<file path="config.mk">
export PLATFORM = sky130hd
export DESIGN_NAME = agu_stage
export DESIGN_NICKNAME = d
export VERILOG_FILES = /design/src/common/mem_pkg.sv /design/src/verilog/agu_stage.sv
export SDC_FILE = /design/constraint.sdc
export NUM_CORES = 1
export LEC_CHECK = 0
export BUFFER_PORTS_ARGS = -buffer_cell sky130_fd_sc_hd__buf_2
export CORE_MARGIN = 4
export CORE_UTILIZATION = 47
export CTS_CLUSTER_DIAMETER = 30
export DETAILED_ROUTE_END_ITERATION = 6
export PLACE_DENSITY = 0.83
export SLEW_MARGIN = 20
export SYNTH_ARGS = -nofsm -noshare
export SYNTH_HDL_FRONTEND = slang
export SYNTH_SLANG_ARGS = --single-unit
</file>
<file path="constraint.sdc">
create_clock -name clk -period 2.8 [get_ports clk]
set_input_delay 0.42 -clock clk [delete_from_list [all_inputs] [get_ports clk]]
set_output_delay 0.42 -clock clk [all_outputs]
set_load 0.1 [all_outputs]
</file>
<file path="src/common/mem_pkg.sv">
package mem_pkg;

    // Datapath widths
    localparam int xlen       = 32;       // Data and address width
    localparam int rob_tag_w  = 4;        // Reorder buffer tag width

    // Store buffer geometry
    localparam int sb_depth   = 4;        // Pending store slots
    localparam int sb_ptr_w   = 2;        // Slot index width

    // Data memory geometry
    localparam int mem_words  = 256;      // Depth in 32-bit words
    localparam int mem_addr_w = 8;        // Word index width

    // RISC-V load/store funct3 encodings
    localparam logic [2:0] f3_b  = 3'b000; // LB / SB
    localparam logic [2:0] f3_h  = 3'b001; // LH / SH
    localparam logic [2:0] f3_w  = 3'b010; // LW / SW
    localparam logic [2:0] f3_bu = 3'b100; // LBU
    localparam logic [2:0] f3_hu = 3'b101; // LHU

    // One memory word, seen whole or as four byte lanes
    // Lane 0 is the least significant byte (little endian)
    typedef union packed {
        logic [xlen-1:0]  word;            // Whole-word view
        logic [3:0][7:0]  bytes;           // Per-lane view
    } mem_word_t;

endpackage

</file>
<file path="src/verilog/agu_stage.sv">
`timescale 1ns/1ps

// Address generation with base + offset and one pipeline register
module agu_stage (
    input  logic                          clk,
    input  logic                          rst_n,
    input  logic                          flush,       // Exception kills the held op
    input  logic                          stall,       // Store buffer full
    input  logic                          op_store,
    input  logic                          op_load,
    input  logic [mem_pkg::xlen-1:0]      base,
    input  logic [mem_pkg::xlen-1:0]      offset,
    input  logic [mem_pkg::xlen-1:0]      store_data,
    input  logic [2:0]                    funct3,
    input  logic [mem_pkg::rob_tag_w-1:0] rob_tag,
    output logic [mem_pkg::xlen-1:0]      addr,
    output logic [mem_pkg::xlen-1:0]      data,
    output logic [2:0]                    f3,
    output logic [mem_pkg::rob_tag_w-1:0] tag,
    output logic                          is_store,
    output logic                          is_load
);

    // Strobes clear on reset and flush
    always_ff @(posedge clk) begin
        if (!rst_n || flush) begin
            is_store <= 1'b0;
            is_load  <= 1'b0;
        end else if (!stall) begin
            is_store <= op_store;
            is_load  <= op_load;
        end
        // Stalled op keeps its strobe so the store retries
    end

    // Operation payload
    always_ff @(posedge clk) begin
        if (!stall) begin
            addr <= base + offset;                 // Effective address
            data <= store_data;
            f3   <= funct3;
            tag  <= rob_tag;
        end
    end

endmodule

</file>
; Word-level counts from Yosys, hierarchy flattened
; Cells that the tools add are included.
[classes]
reduce_logical = 2
n_addsub = 1
[op_table]
columns = operator, count
row1 = $add A32 B32 Y32, 1
row2 = $logic_not A1 Y1, 1
row3 = $logic_or A1 B1 Y1, 1
[word_totals]
register_bits = 73
in_bits = 109
word_cells = 9

; Logic depth before layout (Yosys ltp)
[depth]
word_depth = 2
mapped_depth = 9
ltp_nobuf = 9

; Least setup slack after synthesis
; No wires, ideal clock.
[synth_path]
path_type = input -> register
start = input offset[4] (netlist bit)
end = register addr[31] (netlist bit), data pin
t_required_ps = 2535
setup_slack_ps = 167
t_arrival_ps = 2368
stages = 8
setup_time_ps = 265
cell_sequence = ha_1 > o211ai_1 > o21a_1 > a21o_1 > a41oi_4 > a311oi_4 > o311a_1 > or3_1
[synth_via]
elab_chain_cells = 1
[synth_lines]
columns = element, line
row1 = "start, declared", agu_stage.sv:12  ; input logic [mem_pkg::xlen-1:0] offset,
row2 = $add A32 B32 Y32, agu_stage.sv:39  ; addr <= base + offset;
row3 = "end signal, assigned", agu_stage.sv:39
row4 = "end, declared", agu_stage.sv:16  ; output logic [mem_pkg::xlen-1:0] addr,
; No other way between the ends.
; A chain may end at the register's enable or synchronous reset.

; Worst setup path in the final report
[layout_path]
start = input base[10] (netlist bit)
end = register addr[31] (netlist bit), data pin
[layout_via]
elab_chain_cells = 1
[layout_lines]
columns = element, line
row1 = "start, declared", agu_stage.sv:11  ; input logic [mem_pkg::xlen-1:0] base,
row2 = $add A32 B32 Y32, agu_stage.sv:39
; No other way between the ends.

==> results.sh <==
export IMPL_die_height_um=99.6
export IMPL_first_pass_iteration_count_of_the_detailed_router=4
export IMPL_crit_path_start="base[10]"
export IMPL_routedWlPerCell_um=16.2
export IMPL_post_synth_cell_area_avg_um2=12.4
export IMPL_sum_of_net_half_perimeters_after_detailed_placement_um=8480
export IMPL_via_per_inst=5.38
export IMPL_outcome="finished, final reports clean"
export IMPL_cts_tree="done"
export IMPL_crit_reg2reg_launch="is_load"
export IMPL_static_leakage_power_nw=2.46
export IMPL_floorplan_rows=33
export IMPL_rsz0062_at_grt="false"
export IMPL_power_net_switching_mw=1.67
export IMPL_portBuffers=181
export IMPL_clk_insertion_delay_late_ps=340
export IMPL_clock_pin_slew_on_the_worst_setup_and_hold_paths_ps=80
export IMPL_cts_num_sinks=73
export IMPL_power_switching_fraction=0.430
export IMPL_clkPwrFrac=0.229
export IMPL_setup_tns_final_ps=0
export IMPL_number_of_instances_in_the_synthesized_netlist=319
export IMPL_synth_async_reset_ratio=0
export IMPL_clock_fmax_ghz=0.401
export IMPL_detail_route_antenna_nets=0
export IMPL_ys_seq_elements=73
export IMPL_drt_initial_drc_count=169
export IMPL_whs_ps=250
export IMPL_rr_endpoint="is_load"
export IMPL_power_share_sequential=0.359
export IMPL_post_route_period_util=0.890
export IMPL_power_per_cell_area_nw_per_um2=726
export IMPL_numCtsBuffers=9
export IMPL_ys_top_cells_by_area="edfxtp_1 (54%), ha_1 (9.8%), a21oi_1 (4.4%)"
export IMPL_area_delta_synth_final_pct=35.2
export IMPL_critical_path_max_fanout=5
export IMPL_ys_flop_type="edfxtp_1"
export IMPL_final_period_minus_worst_setup_slack_ps=2490
export IMPL_grt_use_total=0.203
export IMPL_wirelength_um=10300
export IMPL_grt_max_degree=28
export IMPL_antenna_violations_before_repair=0
export IMPL_gp_congestion=0.877
export IMPL_max_cap_viol_count=0
export IMPL_hold_path_class="input pin to flip-flop"
export IMPL_design_core_area_um2=8180
export IMPL_dr_max_layer_used="met4"
export IMPL_p_comb_frac=0.413
export IMPL_timing_max_transition_violations_final=0
export IMPL_die_area_um2=9920
export IMPL_finalHoldViolCount=0
export IMPL_synth_most_common_cell="edfxtp_1"
export IMPL_min_delay_worst_endpoint="data[31]"
export IMPL_slew_headroom=0.634
export IMPL_route_detailed_drc=0
export IMPL_floorplan_die_width_um=99.6
export IMPL_vdd_drop_max_v=0.000391
export IMPL_finalNetCount=667
export IMPL_start_util=0.482
export IMPL_synth_nets=460
export IMPL_total_power_draw_mw=3.87
export IMPL_synth_enable_flop_cells=71
export IMPL_antenna_cells=0
export IMPL_synthesis_yosys_warnings=0
export IMPL_grt_pass1_vias=3359
export IMPL_hold_path_start="store_data[31]"
export IMPL_met2_wirelength_um=5210
export IMPL_synth_top_area_cell="edfxtp_1"
export IMPL_r2r_worst_path_cells=2
export IMPL_worstPathArrival_ps=2570
export IMPL_clock_tree_root_cell="clkbuf_8"
export IMPL_post_cts_resized=0
export IMPL_ios=182
export IMPL_cts_htree_levels=3
export IMPL_power_internal_mw=2.20
export IMPL_startpoint_type="input pin"
export IMPL_hold_critical_path_depth=1
export IMPL_final_skew_ps=0
export IMPL_cts_buffer_depth=2
export IMPL_met3_wirelength_um=762
export IMPL_ctsHoldBuffers=0
export IMPL_timing_critical_path_to_type="flip-flop"
export IMPL_detail_route_wirelength_met1_um=4070
export IMPL_grt_first_pass_wirelength_um=15900
export IMPL_synth_cell_type_count=46
export IMPL_cts_repair_timing_setup_buffer_count=0
export IMPL_path_class="input pin to flip-flop"
export IMPL_synth_top_area_frac=0.541
export IMPL_netlist_top_cells_count="edfxtp_1 (71), a21oi_1 (35), ha_1 (31)"
export IMPL_crit_required_ps=2880
export IMPL_grt_overflow=0
export IMPL_timing_worst_slew_pin_value_ps=548
export IMPL_ys_seq_area_frac=0.551
export IMPL_layout_cell_share_with_drive_strength_beyond_1=0.429
export IMPL_synth_cell_area_um2=3940
export IMPL_finalSetupViolations=0
export IMPL_r2r_slack_ps=2180
export IMPL_via_count=3419
==> critical path, stage by stage <==
cell	delay [ps]
buf_2	100
ha_1	360
and4_1	240
o21ai_0	110
a21o_1	210
a41oi_4	260
a311oi_4	150
o311a_1	370
or3_1	340
==> worst max path at each step <==
| stage | to | slack [ps] | cells past startpoint |
|---|---|---|---|
| 2_1_floorplan | addr[31] | 170 | 8 |
| 3_3_place_gp | addr[31] | 60 | 9 |
| 3_5_place_dp | addr[31] | -20 | 9 |
| 4_1_cts | addr[31] | 350 | 9 |
| 5_1_grt | addr[26] | 210 | 10 |
| 6_report | addr[31] | 310 | 9 |
==> registers in the layout, summed over array words and instances (netlist names) <==
register and cells:
addr 32, data 32, tag 4, f3 3, is_load 1, is_store 1
==> metrics by stage <==
step                      cells  setup WS [ps]   util  instance area (µm²)
after global routing        636            206  0.652                 5330
after global placement      620           55.5  0.625                 5110
after detailed placement    620          -19.8  0.625                 5110
final                       636            309  0.652                 5330
after CTS                   636            350  0.652                 5330
after floorplan             319            167      -                 3940
==> power groups by stage <==
stage / registers [mW] / clock network [mW] / logic (mW)
after global placement: 1.41 / 0 / 1.58
after detailed placement: 1.41 / 0 / 1.60
after floorplan: 2.31 / 0 / 0.364
final: 1.39 / 0.885 / 1.60
after CTS: 1.39 / 0.908 / 1.60
after global routing: 1.40 / 0.958 / 1.67
==> final cells by class <==
| type | instances | area [µm²] |
|---|---|---|
| Inverter | 5 | 18.8 |
| Multi-Input combinational cell | 234 | 1720 |
| Tap cell | 105 | 131 |
| Sequential cell | 73 | 2170 |
| Fill cell | 679 | 2850 |
| Clock inverter | 7 | 93.8 |
| Clock buffer | 9 | 124 |
| Timing Repair Buffer | 203 | 1070 |
==> cells by family after synthesis <==
family                     share of synthesized area
and+or+nand+nor                               0.0892
xor gates and xnor gates                      0.0622
DFF                                            0.551
adders and majority gates                      0.103
muxes                                         0.0102
buffers and inverters                         0.0127
AOI/OAI and AO/OA                              0.171
==> placed cells by master (no fill, tap or decap), types with 4 or more instances in the layout <==
| cell type | instances |
|---|---|
| nor2_1 | 12 |
| edfxtp_1 | 71 |
| inv_1 | 4 |
| o21bai_1 | 4 |
| buf_4 | 22 |
| nand3_1 | 8 |
| mux2i_1 | 4 |
| o21a_1 | 4 |
| xor2_1 | 13 |
| xnor2_1 | 15 |
| a211oi_1 | 6 |
| nand4_1 | 7 |
| nand2_1 | 24 |
| ha_1 | 31 |
| a21o_1 | 18 |
| a21oi_1 | 35 |
| o21ai_0 | 13 |
| buf_2 | 181 |
| clkbuf_8 | 9 |
==> metal layers <==
layer	vias to the layer above	global-route usage
met5	-	0
met4	0	0.0777
met3	20	0.0351
met2	151	0.365
met1	1593	0.240
li1	1655	-
(Power assumes the default switching activity.)
