===== config.mk =====
export PLATFORM = sky130hd
export DESIGN_NAME = load_align
export DESIGN_NICKNAME = d
export VERILOG_FILES = /design/src/common/mem_pkg.sv /design/src/verilog/load_align.sv
export SDC_FILE = /design/constraint.sdc
export NUM_CORES = 1
export LEC_CHECK = 0
export ABC_AREA = 1
export BUFFER_PORTS_ARGS = -buffer_cell sky130_fd_sc_hd__buf_4
export CORE_MARGIN = 1.5
export CORE_UTILIZATION = 32
export DETAILED_ROUTE_END_ITERATION = 8
export SLEW_MARGIN = 40
export SYNTH_ARGS = -nofsm -noshare
export SYNTH_HDL_FRONTEND = slang
export SYNTH_SLANG_ARGS = --single-unit

===== constraint.sdc =====
create_clock -name clk -period 1.6 [get_ports clk]
set_input_delay 0.4 -clock clk [delete_from_list [all_inputs] [get_ports clk]]
set_output_delay 0.4 -clock clk [all_outputs]
set_load 0.02 [all_outputs]

===== src/common/mem_pkg.sv =====
package mem_pkg;

    // Datapath widths
    localparam int xlen       = 32;       // Data and address width
    localparam int rob_tag_w  = 4;        // Reorder buffer tag width

    // Store buffer geometry
    localparam int sb_depth   = 4;        // Pending store slots
    localparam int sb_ptr_w   = 2;        // Slot index width

    // Data memory geometry
    localparam int mem_words  = 256;      // Depth in 32-bit words
    localparam int mem_addr_w = 8;        // Word index width

    // RISC-V load/store funct3 encodings
    localparam logic [2:0] f3_b  = 3'b000; // LB / SB
    localparam logic [2:0] f3_h  = 3'b001; // LH / SH
    localparam logic [2:0] f3_w  = 3'b010; // LW / SW
    localparam logic [2:0] f3_bu = 3'b100; // LBU
    localparam logic [2:0] f3_hu = 3'b101; // LHU

    // One memory word, seen whole or as four byte lanes
    // Lane 0 is the least significant byte (little endian)
    typedef union packed {
        logic [xlen-1:0]  word;            // Whole-word view
        logic [3:0][7:0]  bytes;           // Per-lane view
    } mem_word_t;

endpackage


===== src/verilog/load_align.sv =====
`timescale 1ns/1ps

// Last load stage
// Forward merge, lane select, sign/zero extend
module load_align (
    input  logic                      clk,
    input  logic                      rst_n,
    input  logic                      ld_valid,
    input  mem_pkg::mem_word_t        mem_data,
    input  mem_pkg::mem_word_t        fwd_data,
    input  logic [3:0]                fwd_mask,
    input  logic [1:0]                ld_lane,
    input  logic [2:0]                ld_f3,
    output logic                      load_valid,
    output logic [mem_pkg::xlen-1:0]  load_data
);
    import mem_pkg::*;

    mem_word_t        merged;
    logic [xlen-1:0]  shifted;
    logic [xlen-1:0]  ext;

    // Buffered bytes win over the RAM copy lane by lane
    always_comb begin
        for (int i = 0; i < 4; i++) begin
            merged.bytes[i] = fwd_mask[i] ? fwd_data.bytes[i] : mem_data.bytes[i];
        end
    end

    // Bring the addressed byte or halfword down to bit 0
    assign shifted = merged.word >> {ld_lane, 3'b000};

    always_comb begin
        case (ld_f3)
            f3_b:    ext = {{24{shifted[7]}}, shifted[7:0]};    // LB
            f3_bu:   ext = {24'd0, shifted[7:0]};               // LBU
            f3_h:    ext = {{16{shifted[15]}}, shifted[15:0]};  // LH
            f3_hu:   ext = {16'd0, shifted[15:0]};              // LHU
            default: ext = merged.word;                         // LW, lane ignored
        endcase
    end

    // Strobe is one cycle wide per load
    always_ff @(posedge clk) begin
        if (!rst_n) load_valid <= 1'b0;
        else        load_valid <= ld_valid;
    end

    always_ff @(posedge clk) begin
        if (ld_valid) load_data <= ext;
    end

endmodule


Word level (Yosys, flattened, before mapping). Cells that the tools add are included.

Word-level logic and storage cells: 12. Output and inout port bits: 33. Flip-flop bits (word level): 33.

Equality and inequality tests: 3. Reductions and logical operators: 1. Multiplexer cells: 5. Shift operators: 1.

Operators with widths (number): $pmux W32 S4 (1); $mux W8 (4); $shr A32 B5 Y16 (1); $eq A3 B3 Y1 const B (2); $eq A3 B1 Y1 const B (1); $logic_not A3 Y1 (1).

Longest topological paths before layout. Gate-level depths: netlist (run 1).

Depth in word-level cells: 3. Mapped depth: 11. Depth with buffers taken out: 9.

Least setup slack after synthesis (run 1). No wires, ideal clock.

Path kind: input-to-reg. Start: input port fwd_mask[1]. End: register load_data[16] (netlist name) (data pin). Cell stages on the path: 8. Setup slack: 0.099 ns. Data arrival time: 1.242 ns. Library setup time: 0.259 ns. Path buffers: 2. Cell sequence: buf_2 -> inv_2 -> nand2_1 -> nand3_1 -> nand3_2 -> nand2_4 -> buf_6 -> nand3_2.

Cells in the longest elaborated chain, start to end: 3.

Ends and longest elaborated chain: start: declaration (RTL line load_align.sv:11) `input logic [3:0] fwd_mask,`; $mux W8 (RTL line load_align.sv:26) `merged.bytes[i] = fwd_mask[i] ? fwd_data.bytes[i] : mem_data.bytes[i];`; $shr A32 B5 Y16 (RTL line load_align.sv:31) `assign shifted = merged.word >> {ld_lane, 3'b000};`; $pmux W32 S4 (RTL line load_align.sv:34) `case (ld_f3)`; named net ext[16] (RTL line load_align.sv:21) `logic [xlen-1:0] ext;`; end signal: assignment (RTL line load_align.sv:50) `if (ld_valid) load_data <= ext;`; end: declaration (RTL line load_align.sv:15) `output logic [mem_pkg::xlen-1:0] load_data`.

The timed path passes the listed nets, and every way through them passes these cells. A chain may end at the register's enable or synchronous reset.

Final worst setup path (run 1).
Start: input port ld_lane[0]. End: register load_data[28] (netlist name) (data pin).

Cells in the longest elaborated chain, start to end: 2.

Ends and longest elaborated chain: start: declaration (RTL line load_align.sv:12) `input logic [1:0] ld_lane,`; $shr A32 B5 Y16 (RTL line load_align.sv:31); $pmux W32 S4 (RTL line load_align.sv:34); named net ext[28] (RTL line load_align.sv:21).

The timed path passes the listed nets, and every way through them passes these cells.

==> results of run 1 <==
==> layout make-up <==
| type | instances | area [um^2] |
|---|---|---|
| fill | 709 | 3480 |
| multi-input combinational | 238 | 1150 |
| sequential | 33 | 981 |
| timing repair buffer | 127 | 978 |
| tap | 96 | 120 |
| inverter | 28 | 105 |
| clock buffer | 8 | 90.1 |
==> worst max-delay path by stage <==
stage | start | endpoint | slack, ns | cells past startpoint
detailed placement | ld_lane[0] | load_data[28] | -0.04 | 9
global route | ld_lane[1] | load_data[21] | 0.12 | 10
global placement | ld_lane[0] | load_data[28] | -0.01 | 9
finish | ld_lane[0] | load_data[28] | 0.25 | 9
floorplan | fwd_mask[1] | load_data[16] | 0.1 | 8
CTS | ld_lane[0] | load_data[28] | 0.26 | 9
==> stage by stage <==
step	cells	power (W)	cell area, um^2
after floorplan	311	0.00151	2320
after global placement	522	0.00190	3340
after detailed placement	522	0.00191	3340
after CTS	530	0.00257	3430
after global routing	530	0.00267	3430
final	530	0.00255	3430
==> flip-flops by register name (all words and copies together), names as in the netlist <==
name,count
load_valid,1
load_data,32
==> cells in the mapped netlist <==
cell type  instances  area, um^2
buf_4              3        22.5
mux2i_1            3        30.0
nand3_2           21         210
inv_2              7        26.3
o31ai_1            3        22.5
nor2_2             4        25.0
nor2_1             8        30.0
buf_2              4        20.0
o21ai_0           10        50.1
edfxtp_1          32         961
nand2_1          140         526
nand3_1           40         200
buf_6              3        33.8
clkbuf_1           2        7.51
inv_1             21        78.8
nand2_4            1        11.3
and2_1             3        18.8
nand2_2            2        12.5
dfxtp_1            1        20.0
nor3_1             1        5.00
a21oi_1            1        5.00
o21ai_1            1        5.00
==> per-layer routing <==
metal  vias to the layer above  GRT usage  part of all wire
li1                       1255          -                 -
met5                         -          0                 0
met4                         0     0.0582             0.014
met2                        91      0.316              0.51
met1                      1117      0.236              0.42
met3                         8     0.0368             0.060
==> power by group through the flow <==
stage | clock, W | combinational [W] | sequential [W]
floorplan | 0 | 0.000292 | 0.00122
detailed placement | 0 | 0.000805 | 0.00111
CTS | 0.000670 | 0.000808 | 0.00109
finish | 0.000657 | 0.000804 | 0.00109
global route | 0.000697 | 0.000878 | 0.00109
global placement | 0 | 0.000795 | 0.00111
==> cells by family (layout without fill, tap and decap cells) <==
group,count (synthesis),count (layout),synth area share
AND/OR/NAND/NOR,220,220,0.447
buffers and inverters,40,163,0.0814
flip-flops,33,33,0.423
AO/OA/AOI/OAI,15,15,0.0356
multiplexers,3,3,0.0129
==> impl_metrics.json, run 1 <==
{
  "hold_class": "input pin to register",
  "route.vias.total": 2471,
  "status": "complete, no violations",
  "syn_inst": 311,
  "yosys.cell_types.count": 22,
  "p_seq_frac": 0.426,
  "worstPathCellList": "buf_4 -> nor2_2 -> nand2_1 -> nand2_1 -> inv_1 -> nand2_2 -> nand2_2 -> buf_12 -> nand3_1",
  "hold-path-cell-count": 3,
  "cts_setup_buffers": 0,
  "numCtsBuffers": 5,
  "antenna_found_initial": 0,
  "cts_resized": 0,
  "p_leak_nw": 1.85,
  "layout_commonest_cell": "nand2_1",
  "cp.required_ns": 1.75,
  "cts_sinks": 33,
  "holdPathEnd": "load_valid",
  "dp_slack_ns": -0.0369,
  "ys_seq_elements": 33,
  "hold_viol_final": 0,
  "overflow": 0,
  "path_max_fanout": 15,
  "grt_pass1_vias": 2286,
  "synth_warnings": 0,
  "die_h_um": 88.2,
  "start_util": 0.336,
  "critPathSlowestCell": "nor2_2",
  "viasPerCell": 4.66,
  "die_area_um2": 7770,
  "path_clk_slew_ns": 0.07,
  "wl_per_cell_um": 13.5,
  "port_buffers": 108,
  "synthesis.nets": 387,
  "fmax_ghz": 0.742,
  "final_cell_mix": "nand2_1 (140), buf_4 (125), nand3_1 (40), edfxtp_1 (32)",
  "critPathCaptureType": "register",
  "startpoint_type": "input pin",
  "rows": 30,
  "cts_tree": "built",
  "ant_nets": 0,
  "crit_family": "simple AND/OR/NAND/NOR gates",
  "drv_slew": 0,
  "ios": 109,
  "crit_type": "input pin to register",
  "core_um2": 6910,
  "worstPathArrival_ns": 1.50,
  "p_int_w": 0.00178,
  "fin_ws_ns": 0.253,
  "synth_area_per_cell_um2": 7.46,
  "gp_congestion": 0.864,
  "min_period_ns": 1.35,
  "drv_cap": 0,
  "firstDrtPassIters": 4,
  "hold_start": "rst_n",
  "cts_hold_buf": 0,
  "ir_drop_uv": 305,
  "grt_pass1_wl_um": 10800,
  "rsz0062_at_grt": "no",
  "drc": 0,
  "dp_hpwl_um": 5630,
  "worst_pin_slew_ns": 0.446,
  "syn_area_um2": 2320,
  "cpPeakStageDelay_ns": 0.34,
  "area_growth_pct": 47.6,
  "fin_crit_sh": 0.842,
  "drtIter0Drc": 163,
  "pwr-share-comb": 0.316,
  "clk_path_buf_depth": 2,
  "drive_gt1_frac": 0.387,
  "cts-root-buf": "clkbuf_8",
  "insertedDiodeCount": 0,
  "wl_um": 7150,
  "final.setup.tns_ns": 0,
  "clockPowerShare": 0.258,
  "grtUsageTotal": 0.185,
  "htreeDepth": 2,
  "fin_util": 0.496,
  "final_nets": 509,
  "switching_share": 0.302,
  "yosysSeqAreaShare": 0.423,
  "p_per_area_nw_per_um2": 744,
  "whs_ns": 0.293,
  "die_w_um": 88.2,
  "finalSetupViolations": 0,
  "grt_max_degree": 34,
  "p_switching_w": 0.000768,
  "relSlewSlack": 0.703,
  "cp.buffers_inverters": 3
}
Note: power is estimated with default switching activity, not from simulation.
==> inputs of run 2 (changes only) <==
- ABC_AREA: 1 -> 0
- clock period: 1.6 -> 1.08 ns (I/O delays scaled with it)
==> run 2 against run 1 <==
The flow now finishes with violations (negative setup slack). Highest routed layer unchanged. Setup slack got worse by 0.60 ns. Count of clock-buffer cells in the layout shrank 2. Global-route usage grew 1.0 points. Non-clock buffer count is 21 higher. Final area up 8.0%. Cell count decreased by 27%. Total power is 60% higher.
==> impl_metrics.json, run 2 <==
{
  "status": "finished, violations left",
  "violations": "negative setup slack",
  "yosysMostFrequentCell": "edfxtp_1",
  "syn_area_um2": 2030,
  "finalSetupViolations": 52,
  "synth_top_cell_by_area": "edfxtp_1",
  "fmax_ghz": 0.701,
  "antenna_found_initial": 0,
  "critPathCaptureType": "register",
  "die_w_um": 82.7,
  "fillers": 503,
  "cts-root-buf": "clkbuf_8",
  "drv_slew": 0,
  "min_period_ns": 1.43,
  "ant_nets": 0,
  "worstPathArrival_ns": 1.57,
  "core_um2": 6030,
  "rsz0062_at_grt": "yes",
  "drtIter0Drc": 84,
  "drc": 0,
  "gp_congestion": 0.811,
  "drv_cap": 0,
  "hold-path-cell-count": 2,
  "die_area_um2": 6840,
  "numCtsBuffers": 5,
  "synth_area_leaders": "edfxtp_1 (47%), mux2_2 (11%), mux2i_1 (9.9%), a22oi_1 (3.7%), o211ai_2 (3.1%)",
  "htreeDepth": 2,
  "whs_ns": 0.187,
  "syn_inst": 168,
  "path_depth": 5,
  "grt_max_degree": 19,
  "crit_type": "input pin to register",
  "drive_gt1_frac": 0.681,
  "final.setup.tns_ns": -8.75,
  "path_clk_slew_ns": 0.07,
  "worstPathCellList": "buf_8 -> mux2i_4 -> mux4_2 -> or3_4 -> o211ai_2",
  "cts_sinks": 33,
  "wl_um": 6560,
  "ys_seq_elements": 33,
  "grt_pass1_vias": 1964,
  "ff_latch_area_um2": 981,
  "clk_path_buf_depth": 2,
  "area_growth_pct": 82.0,
  "ir_drop_uv": 604,
  "startpoint_type": "input pin",
  "fin_ws_ns": -0.347,
  "rows": 28,
  "synth_warnings": 0,
  "synth_top_area_frac": 0.473,
  "relSlewSlack": 0.721,
  "synthesis.nets": 244,
  "async_reset_ff_frac": 0,
  "largest_register_ffs": 32,
  "viasPerCell": 5.16,
  "fin_crit_sh": 1.32,
  "synthFlopType": "edfxtp_1",
  "overflow": 0,
  "path_max_fanout": 6,
  "final_nets": 388,
  "top_regs": "load_data: 32 flops, load_valid: 1 flops",
  "p_leak_nw": 1.64,
  "cp-startpoint": "fwd_mask[0]",
  "cpPeakStageDelay_ns": 0.48,
  "fin_cells": 388,
  "firstDrtPassIters": 4,
  "synth_area_per_cell_um2": 12.1,
  "wl_per_cell_um": 16.9,
  "ios": 109,
  "placed_area_um2": 3160,
  "synthTopCellsByCount": "edfxtp_1 (32), mux2_2 (20), mux2i_1 (20), nand2_1 (11), a22oi_1 (10)",
  "cp.required_ns": 1.22,
  "hold_viol_final": 0,
  "fin_util": 0.614,
  "grt_pass1_wl_um": 9630,
  "dp_cells": 376,
  "top_register": "load_data",
  "port_buffers": 108,
  "synth_edf_count": 32,
  "insertedDiodeCount": 0,
  "worst_pin_slew_ns": 0.416,
  "start_util": 0.337,
  "grtUsageTotal": 0.196,
  "crit_family": "multiplexers",
  "route.vias.total": 2003,
  "critPathCapture": "load_data[8]",
  "fin_area_um2": 3700,
  "multi_input_area_um2": 1200,
  "hold_class": "input pin to register",
  "critPathSlowestCell": "mux4_2",
  "layout_commonest_cell": "buf_4",
  "yosysSeqAreaShare": 0.483,
  "cts_tree": "built",
  "p_per_area_nw_per_um2": 1100,
  "cp.buffers_inverters": 1,
  "yosys.cell_types.count": 37,
  "final_cell_mix": "buf_4 (107), buf_6 (33), edfxtp_1 (32), mux2_4 (14), mux2i_1 (11)",
  "dp_hpwl_um": 4820,
  "die_h_um": 82.7
}
-- run 2: final cells by class --
type                    count  share of cell area
clock buffers               6              0.0196
clock inverters             2             0.00271
inverters                   7             0.00846
multi-input cells         117               0.324
flip-flops and latches     33               0.265
well taps                  75              0.0254
repair buffers            148               0.354
-- run 2: how the worst min path moves through the flow --
stage,start,end,slack (ns)
2_1_floorplan,ld_valid,load_data[0],0.38
3_3_place_gp,rst_n,load_valid,0.48
3_5_place_dp,rst_n,load_valid,0.49
4_1_cts,rst_n,load_valid,0.19
5_1_grt,rst_n,load_valid,0.19
6_report,rst_n,load_valid,0.19
-- run 2: per-layer routing --
| layer | up-vias | track usage | wire length (um) |
|---|---|---|---|
| met1 | 965 | 0.252 | 2800 |
| li1 | 949 | - | - |
| met3 | 12 | 0.0418 | 448 |
| met2 | 77 | 0.327 | 3210 |
| met4 | 0 | 0.0617 | 96 |
| met5 | - | 0 | 0 |
-- run 2: where the power goes --
group          internal, W  switching, W
logic             0.000859      0.000684
clock network     0.000447      0.000464
registers          0.00157     0.0000596
total              0.00288       0.00121
-- run 2: what timing repair did --
item / in CTS / in global routing
pin swaps: 13 / 5
hold buffers: 0 / 0
cloned: 1 / 0
buffers inserted: 3 / 0
gates resized for setup: 83 / 21
setup endpoints to repair: 59 / 64
-- run 2: per-stage QoR --
stage / worst slack (ns) / total power (W)
global route: -0.409 / 0.00424
finish: -0.347 / 0.00409
CTS: -0.350 / 0.00403
floorplan: -0.672 / 0.00223
detailed placement: -0.934 / 0.00288
global placement: -0.810 / 0.00288
-- run 2: cell families after synthesis --
kind of cell    count (synthesis)  share of synthesized area
mux                            41                      0.220
flops                          33                      0.483
buf+inv                        19                     0.0523
compound gates                 51                      0.190
simple gates                   24                     0.0548
==> inputs of run 3 (changes only) <==
- ABC_AREA: 0 -> 1
- CORE_MARGIN: 1.5 -> 4
==> run 3 against run 2 <==
The flow still finishes with violations (negative setup slack). Utilization down 2.8 points. Highest routed layer unchanged. Combinational power shrank 3%. Global-route usage down 1.9 points. Final area grew 9.4%. Fmax up 25%. Largest power group unchanged.
==> impl_metrics.json, run 3 (synthesis gave the netlist of run 1 again) <==
{
  "final_nets": 536,
  "cp.buffers_inverters": 1,
  "largest_register_ffs": 32,
  "worstPathCellList": "buf_6",
  "drive_gt1_frac": 0.484,
  "area_growth_pct": 74.3,
  "critPathSlowestCell": "edfxtp_1",
  "worstPathArrival_ns": 0.87,
  "dp_hpwl_um": 6310,
  "insertedDiodeCount": 0,
  "cts-root-buf": "clkbuf_8",
  "clockPowerShare": 0.266,
  "startpoint_type": "register",
  "status": "finished, violations left",
  "cts_sinks": 33,
  "wl_per_cell_um": 14.2,
  "fmax_ghz": 0.876,
  "core_um2": 6910,
  "grt_pass1_vias": 2478,
  "wl_um": 7890,
  "port_buffers": 108,
  "dp_cells": 546,
  "drv_cap": 0,
  "drc": 0,
  "fin_util": 0.586,
  "hold_class": "input pin to register",
  "viasPerCell": 4.70,
  "cp-startpoint": "load_data[23]",
  "critPathCaptureType": "output pin",
  "min_period_ns": 1.14,
  "pwr-share-comb": 0.352,
  "use_met1": 0.215,
  "p_int_w": 0.00303,
  "top_regs": "load_data: 32 flops, load_valid: 1 flops",
  "dp_slack_ns": -0.342,
  "cp.required_ns": 0.81,
  "die_w_um": 93.2,
  "p_seq_frac": 0.382,
  "p_leak_nw": 2.14,
  "violations": "negative setup slack",
  "die_h_um": 93.2,
  "path_max_fanout": 1,
  "finalSetupViolations": 11,
  "path_clk_slew_ns": 0.07,
  "final_cell_mix": "nand2_1 (126), buf_4 (111), nand3_1 (34), buf_6 (34), edfxtp_1 (32)",
  "grt_pass1_wl_um": 11900,
  "ios": 109,
  "grt_max_degree": 23,
  "ant_nets": 0,
  "relSlewSlack": 0.808,
  "ir_drop_uv": 446,
  "route.vias.total": 2620,
  "drtIter0Drc": 161,
  "overflow": 0,
  "cts_hold_buf": 0,
  "cts_tree": "built",
  "rsz0062_at_grt": "yes",
  "crit_family": "flip-flops",
  "hold_viol_final": 0,
  "p_switching_w": 0.00124,
  "grt_util_met3": 0.0233,
  "worst_pin_slew_ns": 0.288,
  "start_util": 0.336,
  "rows": 30,
  "grt.busiest_layer": "met2",
  "layout_commonest_cell": "nand2_1",
  "numCtsBuffers": 5,
  "path_depth": 1,
  "antenna_found_initial": 0,
  "grtUsageTotal": 0.177,
  "fin_ws_ns": -0.0615,
  "fin_crit_sh": 1.06,
  "fin_cells": 557,
  "gp_congestion": 0.858,
  "htreeDepth": 2,
  "crit_type": "register to output pin",
  "top_register": "load_data",
  "clk_path_buf_depth": 2,
  "firstDrtPassIters": 4,
  "switching_share": 0.291,
  "die_area_um2": 8680,
  "p_per_area_nw_per_um2": 1060,
  "grt_use_met2": 0.322,
  "drv_slew": 0,
  "cpPeakStageDelay_ns": 0.43,
  "critPathCapture": "load_data[23]"
}
-- run 3: cell types whose count changed in the layout (fill, tap and decap cells not counted), moves of 6 or more --
cell and delta:
mux2_2 -6, nand3_2 +21, a22oi_1 -9, mux2i_1 -8, nand3_1 +34, mux2_4 -14, mux2i_4 -6, nand2_1 +116
nand2_2 +11, inv_1 +15, nand3_4 +6
-- run 3: power by group through the flow --
stage | Clock (W) | Sequential (W) | Combinational (W)
3_3_place_gp | 0 | 0.00163 | 0.00133
3_5_place_dp | 0 | 0.00163 | 0.00135
5_1_grt | 0.00120 | 0.00164 | 0.00162
2_1_floorplan | 0 | 0.00181 | 0.000485
6_report | 0.00114 | 0.00163 | 0.00150
4_1_cts | 0.00115 | 0.00162 | 0.00140
-- run 3: worst min path at each step --
stage	startpoint	to	slack (ns)	cells after the start
after detailed placement	rst_n	load_valid	0.46	3
after global placement	rst_n	load_valid	0.46	3
final	rst_n	load_valid	0.17	3
after CTS	rst_n	load_valid	0.17	3
after floorplan	ld_valid	load_valid	0.36	2
after global routing	rst_n	load_valid	0.19	3
-- run 3: area by class of cell --
class	count	area, um^2
Tap cell	96	120
Inverter	28	130
Multi-Input combinational cell	238	1310
Clock buffer	6	72.6
Timing Repair Buffer	154	1400
Clock inverter	2	33.8
Fill cell	643	2860
Sequential cell	33	981
-- run 3: layer usage --
| metal | part of all wire | vias to the layer above | routed length, um |
|---|---|---|---|
| met3 | 0.062 | 9 | 488 |
| met4 | 0.011 | 0 | 85 |
| met2 | 0.54 | 93 | 4250 |
| li1 | - | 1310 | - |
| met1 | 0.39 | 1208 | 3070 |
| met5 | 0 | - | 0 |
-- run 3: metrics by stage --
stage / power [W] / hold WS, ns / instance area (um^2) / TNS, ns
floorplan: 0.00229 / 0.363 / 2430 / -3.69
global placement: 0.00296 / 0.456 / 3620 / -8.34
detailed placement: 0.00298 / 0.456 / 3620 / -8.80
CTS: 0.00417 / 0.166 / 3820 / -0.285
global route: 0.00447 / 0.190 / 4050 / -1.82
finish: 0.00427 / 0.172 / 4050 / -0.163
-- run 3: tightest hold or removal path, cell delays in order --
cell and delay, ns:
buf_4 0.08, nand2_1 0.04, inv_1 0.04
-- run 3: what timing repair did --
item,in CTS,in global routing
setup buffers,0,2
cloned,0,1
setup endpoints to repair,27,60
gates resized for setup,24,49
pin swaps,0,10
